File: src/rtl/soc_io_pkg.sv
// address map, bus widths and bus types of the I/O and boot-memory fabric
// all addresses are byte addresses and every register is word aligned
`default_nettype none

package soc_io_pkg;

  //////////////////////////////////////////////////
  // widths
  localparam int ADDR_W    = 32;
  localparam int DATA_W    = 32;
  localparam int STRB_W    = 4;
  localparam int RAM_WORDS = 1024;
  localparam int RAM_AW    = 10;
  localparam int NUM_UARTS = 2;
  localparam int DIV_W     = 16;

  //////////////////////////////////////////////////
  // address map
  localparam logic [ADDR_W-1:0] RAM_BASE         = 32'h0000_0000;
  localparam logic [ADDR_W-1:0] IO_START         = 32'h1000_0000;
  // inclusive upper bound
  localparam logic [ADDR_W-1:0] IO_END           = 32'h1200_0000;
  localparam logic [ADDR_W-1:0] UART_BASE0       = 32'h1000_0000;
  localparam logic [ADDR_W-1:0] UART_BASE1       = 32'h1000_1000;
  localparam logic [ADDR_W-1:0] UART_DATA_OFS    = 32'h0000_0000;
  localparam logic [ADDR_W-1:0] UART_LSR_OFS     = 32'h0000_0004;
  localparam logic [ADDR_W-1:0] SYS_FREQ_ADDR    = 32'h1100_0000;
  localparam logic [ADDR_W-1:0] SYS_MEMSIZE_ADDR = 32'h1100_0004;
  localparam logic [ADDR_W-1:0] SYS_DIV_ADDR     = 32'h1100_0008;

  // constant read values
  localparam logic [DATA_W-1:0] SYSTEM_CLK    = 32'd25_000_000;
  localparam logic [DATA_W-1:0] MEM_SIZE      = 32'd4096;
  localparam logic [DATA_W-1:0] RX_EMPTY_WORD = 32'hFFFF_FFFF;

  // line status bits, the byte sits in rdata[15:8]
  localparam int LSR_DR   = 0;
  localparam int LSR_THRE = 5;
  localparam int LSR_TEMT = 6;

  //////////////////////////////////////////////////
  // bus types
  typedef struct packed {
    logic              valid;
    logic              is_instr;
    logic [ADDR_W-1:0] addr;
    logic [DATA_W-1:0] wdata;
    logic [STRB_W-1:0] wstrb;
  } mem_req_t;

  typedef struct packed {
    logic              ready;
    logic              fault;
    logic [DATA_W-1:0] rdata;
  } mem_rsp_t;

  typedef struct packed {
    logic ram;
    logic syscon;
    logic uart0;
    logic uart1;
    logic io;
    logic unmapped;
  } region_sel_t;

endpackage

`default_nettype wire

File: src/rtl/syscon_regs.sv
// clock frequency and memory size are read only, writes to them are dropped
// divider low half is the UART bit period in clocks
`timescale 1ns/1ps
`default_nettype none

module syscon_regs (
  input  wire                             clk,
  input  wire                             resetn,
  input  wire soc_io_pkg::mem_req_t       req_i,
  input  wire soc_io_pkg::region_sel_t    sel_i,
  output soc_io_pkg::mem_rsp_t            rsp_o,
  output wire [soc_io_pkg::DIV_W-1:0]     baud_div_o
);

  logic [soc_io_pkg::DATA_W-1:0] div_q;
  logic [soc_io_pkg::DATA_W-1:0] rdata_q;
  logic                          hit;
  logic                          wr;
  logic                          ready_q;

  assign wr  = |req_i.wstrb;
  assign hit = req_i.valid && sel_i.syscon && !ready_q;

  always_ff @(posedge clk) begin
    if (!resetn) begin
      ready_q <= 1'b0;
      div_q   <= '0;
    end else begin
      ready_q <= hit;
      if (hit && wr && (req_i.addr == soc_io_pkg::SYS_DIV_ADDR)) begin
        div_q <= req_i.wdata;
      end
    end
  end

  // read mux, writes answer zero
  always_ff @(posedge clk) begin
    if (hit) begin
      if (wr) begin
        rdata_q <= '0;
      end else if (req_i.addr == soc_io_pkg::SYS_FREQ_ADDR) begin
        rdata_q <= soc_io_pkg::SYSTEM_CLK;
      end else if (req_i.addr == soc_io_pkg::SYS_MEMSIZE_ADDR) begin
        rdata_q <= soc_io_pkg::MEM_SIZE;
      end else begin
        rdata_q <= div_q;
      end
    end
  end

  always_comb begin
    rsp_o.ready = ready_q;
    rsp_o.fault = 1'b0;
    rsp_o.rdata = ready_q ? rdata_q : '0;
  end

  assign baud_div_o = div_q[soc_io_pkg::DIV_W-1:0];

endmodule

`default_nettype wire

File: config.mk
export PLATFORM = sky130hd
export DESIGN_NAME = syscon_regs
export DESIGN_NICKNAME = d
export VERILOG_FILES = /design/src/rtl/soc_io_pkg.sv /design/src/rtl/syscon_regs.sv
export SDC_FILE = /design/constraint.sdc
export NUM_CORES = 1
export LEC_CHECK = 0
export BUFFER_PORTS_ARGS = -buffer_cell sky130_fd_sc_hd__buf_2
export CAP_MARGIN = 15
export CORE_MARGIN = 2
export CORE_UTILIZATION = 48
export CTS_CLUSTER_DIAMETER = 100
export DETAILED_ROUTE_END_ITERATION = 12
export GPL_TIMING_DRIVEN = 0
export PLACE_DENSITY = 0.88
export SETUP_SLACK_MARGIN = 0.4
export SYNTH_ARGS = -nofsm -noshare
export SYNTH_HDL_FRONTEND = slang
export SYNTH_SLANG_ARGS = --single-unit
export TNS_END_PERCENT = 10
File: constraint.sdc
create_clock -name clk -period 3.4 [get_ports clk]
set_input_delay 0.68 -clock clk [delete_from_list [all_inputs] [get_ports clk]]
set_output_delay 0.68 -clock clk [all_outputs]
set_load 0.02 [all_outputs]
==> run summary <==
post-cts resize count: 0
pin count of the biggest net entering global routing: 20
most frequent cells in the layout: 119 x buf_2, 75 x nand2_1, 53 x and2_1
Detailed Routing Iterations Pass 1: 4
IO Port Bufs: 119
cells after synthesis: 296
WP data required: 3.65 ns
critical path type: reg2reg
sequential fraction of the synthesis area: 53.11%
maximum root-to-sink buffer count: 2
yosys warns: 0
pre-CTS setup slack: 0.5518 ns
num ports: 128
CP Launch Type: flip-flop
internal power: 1149 uW
Global Route Usage Sum: 19.92%
Setup Skew: 0.007567 ns
die area: 7014 um2
fin worst setup slack: 0.8673 ns
CTS tree: done
max frequency: 394.8 MHz
diode count: 0
worst skew pair latency: 0.33 ns
Hold Crit Class: reg2reg
GR met3 Demand/Resource: 5.836%
Layout Nets: 505
via count: 2460
Sw Ratio: 22.63%
H-tree depth: 3
vias in the first global route: 2357
Slew @ Worst Pin: 0.7892 ns
# Post-CTS Setup Buffers: 0
CP arrival: 2.78 ns
Initial DRC Count: 119
total wire length: 6816 um
antenna-violating nets left: 0
Leakage: 0.001699 uW
Reg clk slew, reported paths: 0.06 ns
fillers: 500
PwrDens: 378.7 nW/um2
site row count: 29
Post-Synthesis Net Count: 374
dpl hpwl: 5392 um
Seq pwr share: 56.5%
Non-Filler Instances: 508
CTS buffer count: 9
DRC: 0
first-pass GRT wire length: 11060 um
met1 usage: 24.60%
Netlist cell types: 26
largest fanout on the critical path: 19
syn avg cell area: 10.31 um2
wire per inst: 13.42 um
Sink Count: 65
MaxCap Viol Count: 0
utilization after layout: 62.81%
CP Capture Type: flip-flop
busiest layer in global routing: met2
area delta synth->final: 28.40%
placed cells: 493
CTS root buf: clkbuf_8
sw power: 336.0 uW
combinational power share: 8.5%
Slew Limit Fails: 0
Core Region: 6241 um2
global placement routability congestion: 0.7724
Final Setup Violations: 0
initial antenna violation count: 0
Peak VDD IR: 0.2405 mV
total global routing overflow: 0
commonest non-fill, non-tap cell in the layout: buf_2
GR Util met2: 33.38%
RSZ-0062 raised after global routing: no
Die Span Y: 83.75 um
Slew headroom: 47.38%
die width: 83.75 um
layout cell share with drive strength beyond 1: 36.89%
effective utilization at floorplan: 48.92%
crit path time final: 2.533 ns
setup TNS: 0 ns
Via density: 4.843
#FFs+latches synth: 65
synthesized area: 3053 um2
Hold Violations, Final: 0
clock share of power: 35.0%
setup slack, reg-to-reg: 0.87 ns
status: complete, no violations
hold buffer count at CTS: 0
period utilization: 74.49%
==> through the flow <==
step                cell area (um2)  hold slack [ns]  total power (uW)
floorplan                      3053           0.4301             911.9
global placement               3745           0.4372             975.3
detailed placement             3772           0.4564             983.0
CTS                            3920           0.4649              1490
global route                   3920           0.4850              1539
finish                         3920           0.4594              1484
==> critical path, stage by stage, from the launching register on <==
cell and delay [ns]:
dfxtp_1 0.37, and3b_1 0.76, buf_16 0.24, nand3b_1 0.12, nor4_4 0.45, buf_6 0.26, mux2i_1 0.23
==> power by group through the flow <==
| stage | logic (uW) | clock network (uW) | registers [uW] |
|---|---|---|---|
| final | 126 | 519 | 839 |
| after global routing | 139 | 561 | 839 |
| after CTS | 127 | 524 | 839 |
| after detailed placement | 127 | 0 | 856 |
| after global placement | 120 | 0 | 856 |
| after floorplan | 57.4 | 0 | 855 |
==> cell type report <==
class / count / area (um2) / area share, %
plain buffers: 36 / 225.2 / 5.745
clock buffers: 13 / 138.9 / 3.543
clock inverters: 2 / 8.758 / 0.2234
inverters: 1 / 3.754 / 0.09575
multi-input cells: 194 / 1202 / 30.67
flip-flops and latches: 65 / 1622 / 41.37
well taps: 77 / 96.34 / 2.458
repair buffers: 120 / 623.1 / 15.90
==> synth_stat cells <==
cell type / instances / area [um2]
nor2b_1: 1 / 6.260
and4_1: 1 / 8.760
buf_6: 3 / 33.78
and2_1: 53 / 331.6
a31oi_1: 1 / 6.260
nor3_1: 1 / 5.000
nand3b_1: 1 / 7.510
o21a_1: 1 / 7.510
o21ai_0: 11 / 55.05
nor4_4: 2 / 42.54
edfxtp_1: 32 / 960.9
nand2_1: 75 / 281.5
buf_4: 18 / 135.1
conb_1: 1 / 3.750
and4_2: 1 / 10.01
nand4_1: 3 / 18.77
or4_1: 1 / 7.510
clkbuf_1: 15 / 56.30
nor4_2: 4 / 50.05
nor4b_2: 1 / 15.01
dfxtp_1: 33 / 660.6
nor4_1: 2 / 12.51
inv_1: 1 / 3.750
and3b_1: 1 / 8.760
mux2i_1: 32 / 320.3
nor2_1: 1 / 3.750
==> final timing paths <==
kind / from / end / cells past startpoint
worst max register to register: ready_q / div_q[29] / 6
worst min register to register: div_q[27] / div_q[27] / 2
worst max-delay path: ready_q / div_q[29] / 6
worst min-delay path: div_q[27] / div_q[27] / 2
==> state kept, by name, indices dropped and copies added (netlist names) <==
name     count
rdata_q     32
ready_q      1
div_q       32
==> cell families (layout without fill, tap and decap cells) <==
group | after synthesis | in the layout | synth area share (%)
AND/OR/NAND/NOR | 148 | 148 | 26.52
flip-flops | 65 | 65 | 53.11
buffers and inverters | 37 | 172 | 7.500
multiplexers | 32 | 32 | 10.49
AO/OA/AOI/OAI | 13 | 13 | 2.254
other | 1 | 1 | 0.1228
==> metal layers <==
layer / wire [um] / up-vias
li1: - / 1235
met1: 2880 / 1141
met2: 3432 / 68
met3: 347 / 16
met4: 157 / 0
met5: 0 / -
Power figures use the tool's default switching activity.
