[config.mk]
export PLATFORM = sky130hd
export DESIGN_NAME = uart_port
export DESIGN_NICKNAME = d
export VERILOG_FILES = /design/src/rtl/soc_io_pkg.sv /design/src/rtl/uart_tx.sv /design/src/rtl/uart_rx.sv /design/src/rtl/uart_port.sv
export SDC_FILE = /design/constraint.sdc
export NUM_CORES = 1
export LEC_CHECK = 0
export ABC_AREA = 1
export BUFFER_PORTS_ARGS = -buffer_cell sky130_fd_sc_hd__buf_2
export CAP_MARGIN = 20
export CORE_MARGIN = 1
export CORE_UTILIZATION = 36
export CTS_CLUSTER_DIAMETER = 30
export CTS_CLUSTER_SIZE = 10
export DETAILED_ROUTE_END_ITERATION = 8
export GPL_TIMING_DRIVEN = 0
export SETUP_SLACK_MARGIN = 0.3
export SLEW_MARGIN = 0
export SYNTH_ARGS = -nofsm -noshare
export SYNTH_HDL_FRONTEND = slang
export SYNTH_SLANG_ARGS = --single-unit
[constraint.sdc]
create_clock -name clk -period 5.24 [get_ports clk]
set_clock_uncertainty 0.15 [all_clocks]
set_input_delay 0.524 -clock clk [delete_from_list [all_inputs] [get_ports clk]]
set_output_delay 0.524 -clock clk [all_outputs]
set_load 0.05 [all_outputs]
[src/rtl/soc_io_pkg.sv]
// address map, bus widths and bus types of the I/O and boot-memory fabric
// all addresses are byte addresses and every register is word aligned
`default_nettype none

package soc_io_pkg;

  //////////////////////////////////////////////////
  // widths
  localparam int ADDR_W    = 32;
  localparam int DATA_W    = 32;
  localparam int STRB_W    = 4;
  localparam int RAM_WORDS = 1024;
  localparam int RAM_AW    = 10;
  localparam int NUM_UARTS = 2;
  localparam int DIV_W     = 16;

  //////////////////////////////////////////////////
  // address map
  localparam logic [ADDR_W-1:0] RAM_BASE         = 32'h0000_0000;
  localparam logic [ADDR_W-1:0] IO_START         = 32'h1000_0000;
  // inclusive upper bound
  localparam logic [ADDR_W-1:0] IO_END           = 32'h1200_0000;
  localparam logic [ADDR_W-1:0] UART_BASE0       = 32'h1000_0000;
  localparam logic [ADDR_W-1:0] UART_BASE1       = 32'h1000_1000;
  localparam logic [ADDR_W-1:0] UART_DATA_OFS    = 32'h0000_0000;
  localparam logic [ADDR_W-1:0] UART_LSR_OFS     = 32'h0000_0004;
  localparam logic [ADDR_W-1:0] SYS_FREQ_ADDR    = 32'h1100_0000;
  localparam logic [ADDR_W-1:0] SYS_MEMSIZE_ADDR = 32'h1100_0004;
  localparam logic [ADDR_W-1:0] SYS_DIV_ADDR     = 32'h1100_0008;

  // constant read values
  localparam logic [DATA_W-1:0] SYSTEM_CLK    = 32'd25_000_000;
  localparam logic [DATA_W-1:0] MEM_SIZE      = 32'd4096;
  localparam logic [DATA_W-1:0] RX_EMPTY_WORD = 32'hFFFF_FFFF;

  // line status bits, the byte sits in rdata[15:8]
  localparam int LSR_DR   = 0;
  localparam int LSR_THRE = 5;
  localparam int LSR_TEMT = 6;

  //////////////////////////////////////////////////
  // bus types
  typedef struct packed {
    logic              valid;
    logic              is_instr;
    logic [ADDR_W-1:0] addr;
    logic [DATA_W-1:0] wdata;
    logic [STRB_W-1:0] wstrb;
  } mem_req_t;

  typedef struct packed {
    logic              ready;
    logic              fault;
    logic [DATA_W-1:0] rdata;
  } mem_rsp_t;

  typedef struct packed {
    logic ram;
    logic syscon;
    logic uart0;
    logic uart1;
    logic io;
    logic unmapped;
  } region_sel_t;

endpackage

`default_nettype wire

[src/rtl/uart_tx.sv]
// 8N1 transmitter, LSB first, one bit lasts baud_div_i clocks
// baud_div_i must be at least 4 while a frame is on the line
`timescale 1ns/1ps
`default_nettype none

module uart_tx (
  input  wire                         clk,
  input  wire                         resetn,
  input  wire                         valid_i,
  input  wire [7:0]                   data_i,
  input  wire [soc_io_pkg::DIV_W-1:0] baud_div_i,
  output wire                         ready_o,
  output wire                         busy_o,
  output wire                         tx_o
);

  logic [7:0]                   hold_q;
  logic [9:0]                   shift_q;
  logic [3:0]                   bit_q;
  logic [soc_io_pkg::DIV_W-1:0] baud_q;
  logic                         hold_full_q;
  logic                         active_q;
  logic                         bit_end;

  assign bit_end = (baud_q == baud_div_i - 1'b1);

  always_ff @(posedge clk) begin
    if (!resetn) begin
      hold_full_q <= 1'b0;
      active_q    <= 1'b0;
      bit_q       <= '0;
      baud_q      <= '0;
    end else begin
      if (valid_i && !hold_full_q) begin
        hold_full_q <= 1'b1;
      end else if (hold_full_q && !active_q) begin
        hold_full_q <= 1'b0;
      end
      if (!active_q) begin
        if (hold_full_q) begin
          active_q <= 1'b1;
          bit_q    <= '0;
          baud_q   <= '0;
        end
      end else if (bit_end) begin
        baud_q <= '0;
        // start, 8 data, stop
        if (bit_q == 4'd9) begin
          active_q <= 1'b0;
        end else begin
          bit_q <= bit_q + 1'b1;
        end
      end else begin
        baud_q <= baud_q + 1'b1;
      end
    end
  end

  always_ff @(posedge clk) begin
    if (valid_i && !hold_full_q) begin
      hold_q <= data_i;
    end
    if (!active_q && hold_full_q) begin
      shift_q <= {1'b1, hold_q, 1'b0};
    end else if (active_q && bit_end) begin
      shift_q <= {1'b1, shift_q[9:1]};
    end
  end

  assign tx_o    = active_q ? shift_q[0] : 1'b1;
  assign ready_o = !hold_full_q;
  assign busy_o  = active_q || hold_full_q;

  a_baud_min: assert property (@(posedge clk) disable iff (!resetn)
    active_q |-> (baud_div_i >= 4))
    else $error("baud divider below 4 during a transfer");

endmodule

`default_nettype wire

[src/rtl/uart_rx.sv]
// 8N1 receiver with a one-byte buffer, an unread byte is overwritten
// frames with a bad stop bit are dropped
`timescale 1ns/1ps
`default_nettype none

module uart_rx (
  input  wire                          clk,
  input  wire                          resetn,
  input  wire                          rx_i,
  input  wire [soc_io_pkg::DIV_W-1:0]  baud_div_i,
  input  wire                          rd_i,
  output logic [soc_io_pkg::DATA_W-1:0] data_o
);

  logic                         rx_s1;
  logic                         rx_s2;
  logic                         active_q;
  logic                         full_q;
  logic [3:0]                   bit_q;
  logic [soc_io_pkg::DIV_W-1:0] cnt_q;
  logic [7:0]                   shift_q;
  logic [7:0]                   buf_q;

  always_ff @(posedge clk) begin
    if (!resetn) begin
      rx_s1    <= 1'b1;
      rx_s2    <= 1'b1;
      active_q <= 1'b0;
      full_q   <= 1'b0;
      bit_q    <= '0;
      cnt_q    <= '0;
    end else begin
      rx_s1 <= rx_i;
      rx_s2 <= rx_s1;
      if (rd_i) begin
        full_q <= 1'b0;
      end
      if (!active_q) begin
        // start edge, first wait half a bit
        if (!rx_s2) begin
          active_q <= 1'b1;
          bit_q    <= '0;
          cnt_q    <= (baud_div_i >> 1) - 1'b1;
        end
      end else if (cnt_q != '0) begin
        cnt_q <= cnt_q - 1'b1;
      end else begin
        cnt_q <= baud_div_i - 1'b1;
        bit_q <= bit_q + 1'b1;
        if ((bit_q == 4'd0) && rx_s2) begin
          active_q <= 1'b0;
        end else if (bit_q == 4'd9) begin
          active_q <= 1'b0;
          if (rx_s2) begin
            full_q <= 1'b1;
          end
        end
      end
    end
  end

  // mid-bit samples
  always_ff @(posedge clk) begin
    if (active_q && (cnt_q == '0)) begin
      if ((bit_q >= 4'd1) && (bit_q <= 4'd8)) begin
        shift_q <= {rx_s2, shift_q[7:1]};
      end
      if ((bit_q == 4'd9) && rx_s2) begin
        buf_q <= shift_q;
      end
    end
  end

  assign data_o = full_q ? {{(soc_io_pkg::DATA_W-8){1'b0}}, buf_q} : soc_io_pkg::RX_EMPTY_WORD;

endmodule

`default_nettype wire

[src/rtl/uart_port.sv]
// UART register pair at BASE, data register and line status
// a data write stalls while the holding register is full
`timescale 1ns/1ps
`default_nettype none

module uart_port #(
  parameter logic [soc_io_pkg::ADDR_W-1:0] BASE = soc_io_pkg::UART_BASE0
) (
  input  wire                          clk,
  input  wire                          resetn,
  input  wire soc_io_pkg::mem_req_t    req_i,
  input  wire                          hit_i,
  input  wire [soc_io_pkg::DIV_W-1:0]  baud_div_i,
  input  wire                          rx_i,
  output wire                          tx_o,
  output soc_io_pkg::mem_rsp_t         rsp_o
);

  logic                          wr;
  logic                          is_lsr;
  logic                          tx_hit;
  logic                          tx_accept;
  logic                          simple_hit;
  logic                          rx_rd;
  logic                          tx_ready;
  logic                          tx_busy;
  logic                          tx_seen_q;
  logic                          thre_q;
  logic                          ready_q;
  logic [7:0]                    lsr;
  logic [soc_io_pkg::DATA_W-1:0] rx_data;
  logic [soc_io_pkg::DATA_W-1:0] rdata_q;

  assign wr     = |req_i.wstrb;
  assign is_lsr = (req_i.addr == BASE + soc_io_pkg::UART_LSR_OFS);

  //////////////////////////////////////////////////
  // transmit accept, once per bus transaction
  assign tx_hit    = req_i.valid && hit_i && wr && !is_lsr;
  assign tx_accept = tx_hit && !tx_seen_q && tx_ready;

  // everything else answers in one cycle
  assign simple_hit = req_i.valid && hit_i && !ready_q && !(wr && !is_lsr);
  assign rx_rd      = simple_hit && !wr && !is_lsr;

  always_ff @(posedge clk) begin
    if (!resetn) begin
      tx_seen_q <= 1'b0;
      thre_q    <= 1'b1;
      ready_q   <= 1'b0;
    end else begin
      ready_q <= tx_accept || simple_hit;
      if (!tx_hit) begin
        tx_seen_q <= 1'b0;
      end else if (tx_accept) begin
        tx_seen_q <= 1'b1;
      end
      if (tx_accept) begin
        thre_q <= 1'b0;
      end else if (tx_ready) begin
        thre_q <= 1'b1;
      end
    end
  end

  always_comb begin
    lsr                       = '0;
    lsr[soc_io_pkg::LSR_DR]   = (rx_data != soc_io_pkg::RX_EMPTY_WORD);
    lsr[soc_io_pkg::LSR_THRE] = thre_q;
    lsr[soc_io_pkg::LSR_TEMT] = !tx_busy;
  end

  always_ff @(posedge clk) begin
    if (simple_hit) begin
      if (wr) begin
        rdata_q <= '0;
      end else if (is_lsr) begin
        rdata_q <= {{(soc_io_pkg::DATA_W-16){1'b0}}, lsr, 8'h00};
      end else begin
        rdata_q <= rx_data;
      end
    end else if (tx_accept) begin
      rdata_q <= '0;
    end
  end

  always_comb begin
    rsp_o.ready = ready_q;
    rsp_o.fault = 1'b0;
    rsp_o.rdata = ready_q ? rdata_q : '0;
  end

  uart_tx uart_tx_i (
    .clk        (clk),
    .resetn     (resetn),
    .valid_i    (tx_accept),
    .data_i     (req_i.wdata[7:0]),
    .baud_div_i (baud_div_i),
    .ready_o    (tx_ready),
    .busy_o     (tx_busy),
    .tx_o       (tx_o)
  );

  uart_rx uart_rx_i (
    .clk        (clk),
    .resetn     (resetn),
    .rx_i       (rx_i),
    .baud_div_i (baud_div_i),
    .rd_i       (rx_rd),
    .data_o     (rx_data)
  );

endmodule

`default_nettype wire

==> run summary <==
status: complete, no violations
later-pin clock latency in the skew report: 0.36 ns
H-tree levels: 3
post-cts resize count: 0
Final Hold Fails: 0
Period minus WS final: 3.12 ns
Worst Min Path Start: req_i[6]
FP Rows: 45
synthesized cell area: 5780 µm²
TritonCTS clock tree: built
Placer Congestion: 0.938
Net Sw Frac: 0.302
Max IR drop VDD: 0.000163 V
Pleak: 3.10 nW
core area: 15400 µm²
CP cell instances: buf_2 > inv_1 > ha_1 > nand2_1 > nor2_1 > nand3_1 > nand3_1 > nand2_1 > nor2_1 > nand2_1 > nor2_2 > nand3_4 > buf_2 > o21ai_0 > buf_4
Syn Area/Cell: 7.37 µm²
Die X: 129 µm
register bit total from synthesis: 94
Pre-antenna DRT Iters: 4
Inserted Diodes: 0
vias in the first global route: 4945
synth warn: 0
critical path class: primary input to flip-flop
RR Endpoint: uart_rx_i.shift_q[3]
r2r startpoint: uart_rx_i.cnt_q[0]
CP max-delay cell: o21ai_0
largest net degree at the start of global routing: 22
initial antenna violation count: 0
die area: 16600 µm²
Rel. slew slack: 0.533
Clk network pwr share: 0.348
ys flop type: dfxtp_1
synthesized net count: 887
Pwr Density: 258 nW/µm²
clock buffer depth: 2
initial core utilization: 0.375
Post-synth ARST share: 0
setup-violating endpoint count in the final report: 0
clk root buf: clkbuf_16
Die Y: 129 µm
worst-path fanout max: 10
mean number of vias per cell: 4.83
clock slew seen by the registers of the worst setup and hold paths: 0.06 ns
Net count, final: 999
Final TNS setup: 0 ns
Congestion Overflow GR: 0
Vias: 5375
Seq/Total Area, Yosys: 0.402
Hold Crit Class: primary input to flip-flop
hold depth: 1
WP data arrival: 3.03 ns
Antenna Nets Post-Route: 0
I/O Pins: 125
Post-CTS Setup Repair Bufs: 0
Max Cap Viol: 0
WL final: 14500 µm
Initial DRC Count: 256
cell mode on critical path: nand2_1
Pint: 1.23 mW
Post-DP HPWL: 11200 µm
area delta synth->final: 18.1%
number of synthesized flops with an enable pin: 44
CP max stage delay: 0.43 ns
clock sinks: 94
RSZ-0062 raised after global routing: false
DR DRC count: 0
Final Cycle Share: 0.595
share of layout cells above drive strength 1: 0.200
Comb power frac: 0.187
gr usage total: 0.182
Slew @ Worst Pin: 0.700 ns
Net Sw Power: 533 µW
Crit path required time: 5.15 ns
Post-Layout Cell Count: 1113
Max Freq: 321 MHz
FF-to-FF path depth: 9
Distinct cells, synth: 42
CP endpoint kind: flip-flop
Inst Count DP: 1096
Reg2Reg Setup Slack: 2.21 ns
post-synthesis cell count: 785
sequential power share: 0.465
final hold slack: 0.196 ns
hold buffers post-CTS: 0
Worst Hold Endpoint: uart_tx_i.hold_q[2]
port buffer count: 98
Pins Over Slew Limit: 0
wire length per cell: 13.0 µm
CTS buffer count: 9
Final Core Density: 0.443
Critical Path Source Type: primary input
first-pass GRT wire length: 23400 µm
flip-flops by register name (all words and copies together) (netlist names), 8 cells and up:
signal	cells
rdata_q	12
uart_rx_i.buf_q	8
uart_rx_i.cnt_q	16
uart_rx_i.shift_q	8
uart_tx_i.baud_q	16
uart_tx_i.hold_q	8
uart_tx_i.shift_q	9
cells in the final DEF, fill, tap and decap left out, drive strengths merged, types with 2 or more instances in the layout:
cell | netlist | final
buf | 26 | 126
a22o | 7 | 7
o221ai | 3 | 3
clkbuf | 9 | 19
ha | 12 | 12
nand4 | 13 | 13
nand2 | 158 | 158
o21ai | 45 | 45
nand3b | 2 | 2
dfxtp | 50 | 50
o22ai | 10 | 10
nand3 | 65 | 65
a221oi | 2 | 2
o211ai | 2 | 2
nor4 | 5 | 5
nor3 | 9 | 9
xor2 | 19 | 19
xnor2 | 6 | 6
clkinvlp | 0 | 4
nor2 | 124 | 124
clkinv | 3 | 5
a21oi | 34 | 34
a31oi | 12 | 12
edfxtp | 44 | 44
o31ai | 2 | 2
o2111ai | 2 | 2
or2 | 7 | 7
inv | 110 | 111
area by class of cell:
type	instances	area (µm²)
well taps	211	264
clock inverters	7	48.8
flip-flops and latches	94	2320
fillers	1638	8600
plain buffers	35	225
repair buffers	101	510
multi-input cells	543	2810
clock buffers	9	225
inverters	113	424
Yosys cell counts, types with 10 or more instances:
master	n	area, µm²
nand3_1	63	315
a21oi_1	34	170
nand2_1	151	567
inv_1	108	405
ha_1	12	150
a31oi_1	12	75.1
nor2_1	105	394
o22ai_1	10	62.6
edfxtp_1	44	1320
dfxtp_1	50	1000
o21ai_0	43	215
nand4_1	13	81.3
buf_4	22	165
nor2_2	12	75.1
xor2_1	19	166
how the worst max path moves through the flow:
| stage | start | end | slack, ns | cells past startpoint |
|---|---|---|---|---|
| CTS | uart_rx_i.cnt_q[0] | uart_rx_i.buf_q[1] | 1.93 | 8 |
| floorplan | baud_div_i[2] | uart_tx_i.shift_q[1] | 2.17 | 13 |
| global placement | baud_div_i[0] | uart_tx_i.shift_q[6] | 1.45 | 14 |
| detailed placement | baud_div_i[0] | uart_tx_i.shift_q[1] | 1.79 | 15 |
| finish | baud_div_i[0] | uart_tx_i.shift_q[5] | 2.12 | 15 |
| global route | baud_div_i[0] | uart_tx_i.shift_q[6] | 1.79 | 15 |
stage by stage:
stage	power (mW)	area (µm²)	setup slack [ns]
after floorplan	1.06	5780	2.17
after global placement	1.16	6540	1.45
after detailed placement	1.16	6550	1.79
after CTS	1.77	6820	1.93
after global routing	1.84	6830	1.79
final	1.76	6830	2.12
worst max-delay path: cells and delay by family:
kind                     cells  cell delay [ns]
AND/OR/NAND/NOR              9             1.16
buffers and inverters        4             0.69
AO/OA/AOI/OAI                1             0.43
adder cells (fa/ha/maj)      1             0.21
metal layers:
layer  share of wire  track usage
met2            0.44        0.291
met3           0.049       0.0391
met4           0.025       0.0740
met1            0.48        0.237
met5               0            0
logic make-up after synthesis:
| group | Yosys count | synth area share |
|---|---|---|
| compound gates | 122 | 0.123 |
| xor+xnor | 25 | 0.0379 |
| fa+ha+maj | 12 | 0.0260 |
| buf+inv | 148 | 0.112 |
| flops | 94 | 0.402 |
| other cells | 1 | 0.000648 |
| simple gates | 383 | 0.299 |
power by group through the flow:
stage	clock, mW	sequential [mW]	combinational (mW)
final	0.613	0.819	0.329
after global routing	0.651	0.823	0.368
after CTS	0.628	0.818	0.326
after detailed placement	0	0.835	0.323
after global placement	0	0.835	0.322
after floorplan	0	0.829	0.227
No activity file was read; power rests on OpenSTA's default activity.
