## src/rtl/soc_io_pkg.sv

```systemverilog
// address map, bus widths and bus types of the I/O and boot-memory fabric
// all addresses are byte addresses and every register is word aligned
`default_nettype none

package soc_io_pkg;

  //////////////////////////////////////////////////
  // widths
  localparam int ADDR_W    = 32;
  localparam int DATA_W    = 32;
  localparam int STRB_W    = 4;
  localparam int RAM_WORDS = 1024;
  localparam int RAM_AW    = 10;
  localparam int NUM_UARTS = 2;
  localparam int DIV_W     = 16;

  //////////////////////////////////////////////////
  // address map
  localparam logic [ADDR_W-1:0] RAM_BASE         = 32'h0000_0000;
  localparam logic [ADDR_W-1:0] IO_START         = 32'h1000_0000;
  // inclusive upper bound
  localparam logic [ADDR_W-1:0] IO_END           = 32'h1200_0000;
  localparam logic [ADDR_W-1:0] UART_BASE0       = 32'h1000_0000;
  localparam logic [ADDR_W-1:0] UART_BASE1       = 32'h1000_1000;
  localparam logic [ADDR_W-1:0] UART_DATA_OFS    = 32'h0000_0000;
  localparam logic [ADDR_W-1:0] UART_LSR_OFS     = 32'h0000_0004;
  localparam logic [ADDR_W-1:0] SYS_FREQ_ADDR    = 32'h1100_0000;
  localparam logic [ADDR_W-1:0] SYS_MEMSIZE_ADDR = 32'h1100_0004;
  localparam logic [ADDR_W-1:0] SYS_DIV_ADDR     = 32'h1100_0008;

  // constant read values
  localparam logic [DATA_W-1:0] SYSTEM_CLK    = 32'd25_000_000;
  localparam logic [DATA_W-1:0] MEM_SIZE      = 32'd4096;
  localparam logic [DATA_W-1:0] RX_EMPTY_WORD = 32'hFFFF_FFFF;

  // line status bits, the byte sits in rdata[15:8]
  localparam int LSR_DR   = 0;
  localparam int LSR_THRE = 5;
  localparam int LSR_TEMT = 6;

  //////////////////////////////////////////////////
  // bus types
  typedef struct packed {
    logic              valid;
    logic              is_instr;
    logic [ADDR_W-1:0] addr;
    logic [DATA_W-1:0] wdata;
    logic [STRB_W-1:0] wstrb;
  } mem_req_t;

  typedef struct packed {
    logic              ready;
    logic              fault;
    logic [DATA_W-1:0] rdata;
  } mem_rsp_t;

  typedef struct packed {
    logic ram;
    logic syscon;
    logic uart0;
    logic uart1;
    logic io;
    logic unmapped;
  } region_sel_t;

endpackage

`default_nettype wire

```

## src/rtl/addr_decode.sv

```systemverilog
// region decode plus the fault and unmatched-I/O responders
// instruction fetches are only legal from boot RAM
`timescale 1ns/1ps
`default_nettype none

module addr_decode (
  input  wire                       clk,
  input  wire                       resetn,
  input  wire soc_io_pkg::mem_req_t req_i,
  output soc_io_pkg::region_sel_t   sel_o,
  output soc_io_pkg::mem_rsp_t      rsp_o
);

  logic fault_hit;
  logic zero_hit;
  logic ready_q;
  logic fault_q;

  always_comb begin
    sel_o          = '0;
    sel_o.ram      = req_i.addr[soc_io_pkg::ADDR_W-1:soc_io_pkg::RAM_AW+2] ==
                     soc_io_pkg::RAM_BASE[soc_io_pkg::ADDR_W-1:soc_io_pkg::RAM_AW+2];
    sel_o.io       = (req_i.addr >= soc_io_pkg::IO_START) && (req_i.addr <= soc_io_pkg::IO_END);
    sel_o.unmapped = !sel_o.ram && !sel_o.io;
    // fetches never reach an I/O register
    sel_o.syscon   = !req_i.is_instr && ((req_i.addr == soc_io_pkg::SYS_FREQ_ADDR) ||
                     (req_i.addr == soc_io_pkg::SYS_MEMSIZE_ADDR) ||
                     (req_i.addr == soc_io_pkg::SYS_DIV_ADDR));
    sel_o.uart0    = !req_i.is_instr &&
      ((req_i.addr == soc_io_pkg::UART_BASE0 + soc_io_pkg::UART_DATA_OFS) ||
       (req_i.addr == soc_io_pkg::UART_BASE0 + soc_io_pkg::UART_LSR_OFS));
    sel_o.uart1    = !req_i.is_instr &&
      ((req_i.addr == soc_io_pkg::UART_BASE1 + soc_io_pkg::UART_DATA_OFS) ||
       (req_i.addr == soc_io_pkg::UART_BASE1 + soc_io_pkg::UART_LSR_OFS));
  end

  assign fault_hit = req_i.valid && !ready_q &&
                     (sel_o.unmapped || (req_i.is_instr && !sel_o.ram));
  // io hole, answered with zero
  assign zero_hit  = req_i.valid && !ready_q && sel_o.io && !req_i.is_instr &&
                     !(sel_o.syscon || sel_o.uart0 || sel_o.uart1);

  always_ff @(posedge clk) begin
    if (!resetn) begin
      ready_q <= 1'b0;
      fault_q <= 1'b0;
    end else begin
      ready_q <= fault_hit || zero_hit;
      fault_q <= fault_hit;
    end
  end

  always_comb begin
    rsp_o.ready = ready_q;
    rsp_o.fault = fault_q;
    rsp_o.rdata = '0;
  end

endmodule

`default_nettype wire

```

## config.mk

```make
export PLATFORM = sky130hd
export DESIGN_NAME = addr_decode
export DESIGN_NICKNAME = d
export VERILOG_FILES = /design/src/rtl/soc_io_pkg.sv /design/src/rtl/addr_decode.sv
export SDC_FILE = /design/constraint.sdc
export NUM_CORES = 1
export LEC_CHECK = 0
export BUFFER_PORTS_ARGS = -buffer_cell sky130_fd_sc_hd__buf_4
export CAP_MARGIN = 0
export CORE_MARGIN = 10
export CORE_UTILIZATION = 25
export CTS_CLUSTER_DIAMETER = 200
export CTS_CLUSTER_SIZE = 16
export DETAILED_ROUTE_END_ITERATION = 8
export GPL_TIMING_DRIVEN = 0
export HOLD_SLACK_MARGIN = 0.08
export PLACE_DENSITY = 0.79
export SETUP_SLACK_MARGIN = 0.3
export SLEW_MARGIN = 20
export SYNTH_ARGS = -nofsm -noshare
export SYNTH_HDL_FRONTEND = slang
export SYNTH_SLANG_ARGS = --single-unit
```

## constraint.sdc

```tcl
create_clock -name clk -period 2.25 [get_ports clk]
set_input_delay 0.3375 -clock clk [delete_from_list [all_inputs] [get_ports clk]]
set_output_delay 0.3375 -clock clk [all_outputs]
set_load 0.03 [all_outputs]
```

==> results of run 1 <==
[power breakdown]
group | switching, mW | internal (mW) | total [mW]
registers | 0.000881 | 0.0378 | 0.0387
logic | 0.118 | 0.0927 | 0.211
clock network | 0.0262 | 0.0593 | 0.0855
total | 0.145 | 0.190 | 0.335
[per-layer routing]
layer	up-vias	track usage [%]	part of all wire (%)
li1	368	-	-
met1	316	7.57	28
met2	52	17.2	54
met3	4	5.06	17
met4	0	4.52	0.99
met5	-	0	0
[flip-flops by register name, summed over array words and instances (netlist names)]
name and count:
fault_q 1, ready_q 1
[worst max-delay path, cell delays in order]
cell	delay, ps
buf_6	90
or4_4	520
nand4b_4	200
or3b_4	410
a21oi_4	190
nor2_4	60
buf_6	140
[final cells by class]
| class | count | area (sq um) |
|---|---|---|
| Fill cell | 213 | 960 |
| Multi-Input combinational cell | 71 | 502 |
| Timing Repair Buffer | 48 | 387 |
| Buffer | 34 | 255 |
| Sequential cell | 2 | 40.0 |
| Tap cell | 28 | 35.0 |
| Clock buffer | 3 | 22.5 |
| Inverter | 2 | 11.3 |
[placed cells by master (no fill, tap or decap), types with 2 or more instances in the layout]
| master | n |
|---|---|
| nor2_4 | 3 |
| buf_6 | 7 |
| nand2_1 | 4 |
| nor4_1 | 3 |
| nor2_1 | 3 |
| dfxtp_1 | 2 |
| or4_4 | 2 |
| nor3_1 | 3 |
| nor4_4 | 3 |
| buf_4 | 75 |
| clkbuf_4 | 3 |
| or3_1 | 2 |
| conb_1 | 32 |
| nor3_4 | 2 |
[per-stage QoR]
step / utilization (%) / TNS [ps] / total power, mW / worst slack, ps
finish: 56.6 / -35.6 / 0.335 / -28.0
global route: 56.6 / -204 / 0.349 / -68.5
CTS: 54.1 / -32.8 / 0.324 / -17.2
detailed placement: 49.7 / -73.8 / 0.234 / -52.3
global placement: 49.7 / -44.0 / 0.231 / -35.0
floorplan: - / 0 / 0.175 / 72.6
[timing repair]
action	CTS	global route
setup endpoints to repair	6	6
buffers inserted	4	1
pin swaps	3	3
gates resized for setup	9	10
[kinds of logic (layout without fill, tap and decap cells)]
kind of cell	count (synthesis)	after routing	share of synthesized area, %
buf+inv	36	87	44.9
other cells	1	32	0.640
compound gates	3	3	5.13
simple gates	36	36	42.5
flops	2	2	6.84
[worst min-delay path by stage]
stage,start,endpoint,slack (ps),cells after the start
after global placement,ready_q,ready_q,530,2
after detailed placement,ready_q,ready_q,570,2
after floorplan,ready_q,ready_q,510,2
final,req_i[69],ready_q,420,3
after global routing,req_i[69],ready_q,440,3
after CTS,req_i[69],ready_q,420,3
==> results.py, run 1 <==
metrics = {
    "synthesis": {
        "synth.most_common_cell": "buf_4",
        "synth_cell_type_count": 22,
        "async_flop_share_pct": 0,
        "yosys.area.top_type_share_pct": 43.6,
        "yosysTopAreaCell": "buf_4",
        "netlist_area_sq_um": 586,
        "synth_edf_count": 0,
        "ys_ff_latch": 2,
        "synth_cells": 78,
        "synthTopCellsByArea": "buf_4 44%, dfxtp_1 6.8%, nor4_1 6.4%, nand4b_4 4.1%, nor2_1 3.8%",
        "netlist_top_cells_count": "34 x buf_4, 6 x nor2_1, 6 x nor4_1",
        "ys_warn_count": 0,
        "synth.avg_cell_area_sq_um": 7.51,
        "yosysSeqAreaShare_pct": 6.84,
        "synth_ff_type": "dfxtp_1",
    },
    "clock_network": {
        "root_buffer": "clkbuf_4",
        "ctsLongestPathBuffers": 2,
        "htreeDepth": 1,
        "clk_pin_slew_worst_paths_ps": 30,
        "cts_inserted_buffers": 3,
        "cts-hold-fix-buffers": 0,
        "clk_latency_ps": 230,
        "cts_sinks": 2,
        "cts_tree": "done",
    },
    "floorplan": {
        "design.die.area_sq_um": 4680,
        "io_pins": 112,
        "fp-row-count": 17,
        "start_util_pct": 26.5,
        "die_y_um": 68.4,
        "fp.coreArea_sq_um": 2210,
        "dieWidth_um": 68.4,
    },
    "run": {
        "maxCapViolations": 0,
    },
    "cells_and_area": {
        "drive_above_1_share_pct": 66.3,
        "fin_area_sq_um": 1250,
        "stdcell_count": 188,
        "final_nets": 234,
        "areaGrowthSynthToFinish_pct": 114,
        "n_antenna_cell": 0,
    },
    "critical_path": {
        "critPathMaxFanout": 2,
        "worstSetupStartpoint": "req_i[57]",
        "critPathRequiredTime_ps": 1910,
        "cp-end-kind": "output port",
        "rr_endpoint": "fault_q",
        "crit_type": "primary input to output port",
        "worst-r2r-cell-count": 2,
        "endpoint": "sel_o[0]",
        "r2r_slack_ps": 1350,
        "crit_arrival_ps": 1940,
        "critPathLaunchType": "primary input",
        "rr_startpoint": "ready_q",
    },
    "route": {
        "dr.first_iter.drc_count": 26,
        "avgViaCountPerCell": 3.94,
        "dr.pass1.iters": 4,
        "drc": 0,
        "postRouteAntennaNets": 0,
        "routed_wl_um": 2420,
        "avgRoutedWirePerCell_um": 12.9,
        "vias": 740,
    },
    "placement": {
        "post_dp_cell_area_sq_um": 1100,
        "dpl.cell_count": 180,
        "port_buffers": 43,
        "place_congestion": 0.875,
        "hpwl_um": 2090,
    },
    "power": {
        "power_density_nw_per_um2": 267,
        "p_leak_nw": 0.680,
        "ir_drop_mv": 0.130,
    },
    "timing": {
        "hold_ws_ps": 424,
        "timing.fmax_mhz": 439,
        "maxSlewViolCount": 0,
        "fin_crit_ps": 2280,
        "rsz0062_at_grt": "yes",
        "finalHoldViolCount": 0,
        "setup_ws_ps": -28.0,
        "skew_ps": 0.397,
        "finalSetupViolCount": 3,
        "fin_crit_sh_pct": 101,
    },
    "status": {
        "status": "complete, but fails checks",
        "violations": "negative setup slack",
    },
    "global_routing": {
        "grt_usage_pct": 9.17,
        "grt_pass1_wl_um": 3280,
        "grt_start_max_net_pins": 5,
        "antenna_found_initial": 0,
        "first_global_vias": 770,
        "grt.overflow.total": 0,
    },
    "min_path": {
        "holdCritPathClass": "primary input to register",
    },
}
(Power assumes the default switching activity.)
==> run 2: changes to the inputs <==
--- a/config.mk
+++ b/config.mk
@@ -9,12 +9,11 @@
 export CAP_MARGIN = 0
 export CORE_MARGIN = 10
 export CORE_UTILIZATION = 25
-export CTS_CLUSTER_DIAMETER = 200
 export CTS_CLUSTER_SIZE = 16
 export DETAILED_ROUTE_END_ITERATION = 8
 export GPL_TIMING_DRIVEN = 0
 export HOLD_SLACK_MARGIN = 0.08
-export PLACE_DENSITY = 0.79
+export PLACE_DENSITY = 0.86
 export SETUP_SLACK_MARGIN = 0.3
 export SLEW_MARGIN = 20
 export SYNTH_ARGS = -nofsm -noshare
==> run 2 against run 1 <==
  * The flow now finishes without violations
  * Global-route usage fell by 0.48 points
  * Final cell count fell by 1.1%
  * Register-to-register slack improved by 60 ps
  * Wire length fell by 8.1%
  * Via count fell by 5.1%
  * Die area did not move
==> results.py, run 2 (same netlist as run 1, synthesis figures left out) <==
metrics = {
    "placement": {
        "post_dp_cell_area_sq_um": 1100,
        "pre_cts_ws_ps": -58.0,
        "hpwl_um": 2090,
        "place_congestion": 0.719,
        "port_buffers": 43,
    },
    "floorplan": {
        "die_y_um": 68.4,
        "dieWidth_um": 68.4,
        "io_pins": 112,
        "fp-row-count": 17,
        "fp.coreArea_sq_um": 2210,
        "start_util_pct": 26.5,
        "design.die.area_sq_um": 4680,
    },
    "global_routing": {
        "grt_usage_pct": 8.70,
        "first_global_vias": 760,
        "grt.overflow.total": 0,
        "grt_start_max_net_pins": 5,
        "antenna_found_initial": 0,
        "grt_pass1_wl_um": 3120,
    },
    "cells_and_area": {
        "final_nets": 232,
        "areaGrowthSynthToFinish_pct": 111,
        "drive_above_1_share_pct": 65.2,
        "final_util_pct": 55.8,
        "final_common_cell": "buf_4",
        "fin_area_sq_um": 1230,
        "largestRegisters": "fault_q (1), ready_q (1)",
        "final_cell_mix": "73 x buf_4, 32 x conb_1, 7 x buf_6",
        "n_antenna_cell": 0,
    },
    "critical_path": {
        "crit_type": "primary input to output port",
        "slowest_stage": "or4_4",
        "path_buf_inv": 2,
        "cpMostUsedCell": "buf_6",
        "cp-end-kind": "output port",
        "critical-path-top-delay-family": "simple AND/OR/NAND/NOR gates",
        "crit_chain": "buf_6 > or4_4 > nand4b_4 > or3b_4 > a21oi_4 > nor2_4 > buf_6",
        "critPathRequiredTime_ps": 1910,
        "worstSetupStartpoint": "req_i[58]",
        "critPathLaunchType": "primary input",
        "cpPeakStageDelay_ps": 520,
        "critPathMaxFanout": 2,
        "rr_startpoint": "ready_q",
        "crit_arrival_ps": 1900,
    },
    "route": {
        "routed_wl_um": 2230,
        "vias": 702,
        "avgViaCountPerCell": 3.77,
        "postRouteAntennaNets": 0,
        "avgRoutedWirePerCell_um": 12.0,
        "dr.pass1.iters": 2,
        "drc": 0,
        "dr.first_iter.drc_count": 5,
    },
    "clock_network": {
        "ctsLongestPathBuffers": 2,
        "clk_latency_ps": 220,
        "cts_tree": "done",
        "cts_sinks": 2,
        "root_buffer": "clkbuf_4",
        "cts_inserted_buffers": 3,
        "cts-hold-fix-buffers": 0,
        "htreeDepth": 1,
        "clk_pin_slew_worst_paths_ps": 30,
    },
    "power": {
        "p_leak_nw": 0.670,
        "ir_drop_mv": 0.148,
        "power_density_nw_per_um2": 265,
    },
    "timing": {
        "maxSlewViolCount": 0,
        "finalSetupViolCount": 0,
        "timing.fmax_mhz": 447,
        "skew_ps": 2.30,
        "fin_crit_ps": 2240,
        "rsz0062_at_grt": "yes",
        "finalHoldViolCount": 0,
        "setup_ws_ps": 11.8,
        "tns_ps": 0,
        "fin_crit_sh_pct": 99.5,
    },
    "run": {
        "maxCapViolations": 0,
    },
    "status": {
        "status": "complete, no violations",
    },
    "min_path": {
        "holdCritPathClass": "primary input to register",
        "worstHoldStart": "resetn",
    },
}
[run 2: changes by cell type in the layout (fill, tap and decap cells not counted)]
cell,change
nand2_2,-1
nand2_1,+1
buf_4,-2
[run 2: path summary, 6_finish.rpt]
path / endpoint / slack [ps] / cells past startpoint
hold reg to reg: ready_q / 540 / 2
setup / recovery: sel_o[0] / 10 / 7
setup reg to reg: fault_q / 1410 / 2
hold / removal: ready_q / 420 / 3
[run 2: layout make-up]
cell class / instances / area [sq um]
clock buffer: 3 / 22.5
multi-input combinational: 71 / 499
buffer: 34 / 255
fill: 212 / 977
timing repair buffer: 46 / 372
inverter: 2 / 11.3
tap: 28 / 35.0
sequential: 2 / 40.0
[run 2: worst min-delay path: stages]
cell	delay, ps
buf_4	110
nand3b_1	110
a21oi_2	40
[run 2: routing by layer]
metal / GRT usage (%) / up-vias / share of wire [%] / wire, um
li1: - / 365 / - / -
met1: 6.14 / 297 / 26 / 579
met2: 17.1 / 38 / 59 / 1310
met3: 5.38 / 2 / 15 / 326
met4: 4.52 / 0 / 0.54 / 12
met5: 0 / - / 0 / 0
[run 2: power by group]
group	switching, mW	internal (mW)	leakage (nW)	total (mW)
combinational	0.116	0.0931	0.639	0.210
clock	0.0205	0.0589	0.0138	0.0794
sequential	0.000663	0.0378	0.0166	0.0385
[run 2: through the flow]
stage	total power, mW	hold slack, ps	std cells
floorplan	0.175	507	109
global placement	0.231	534	180
detailed placement	0.233	535	180
CTS	0.325	409	186
global route	0.347	430	186
finish	0.327	418	186
[run 2: what timing repair did]
action,4_1_cts,5_1_grt
setup buffers,3,0
setup endpoints to repair,6,6
gates resized for setup,11,7
pin swaps,6,4
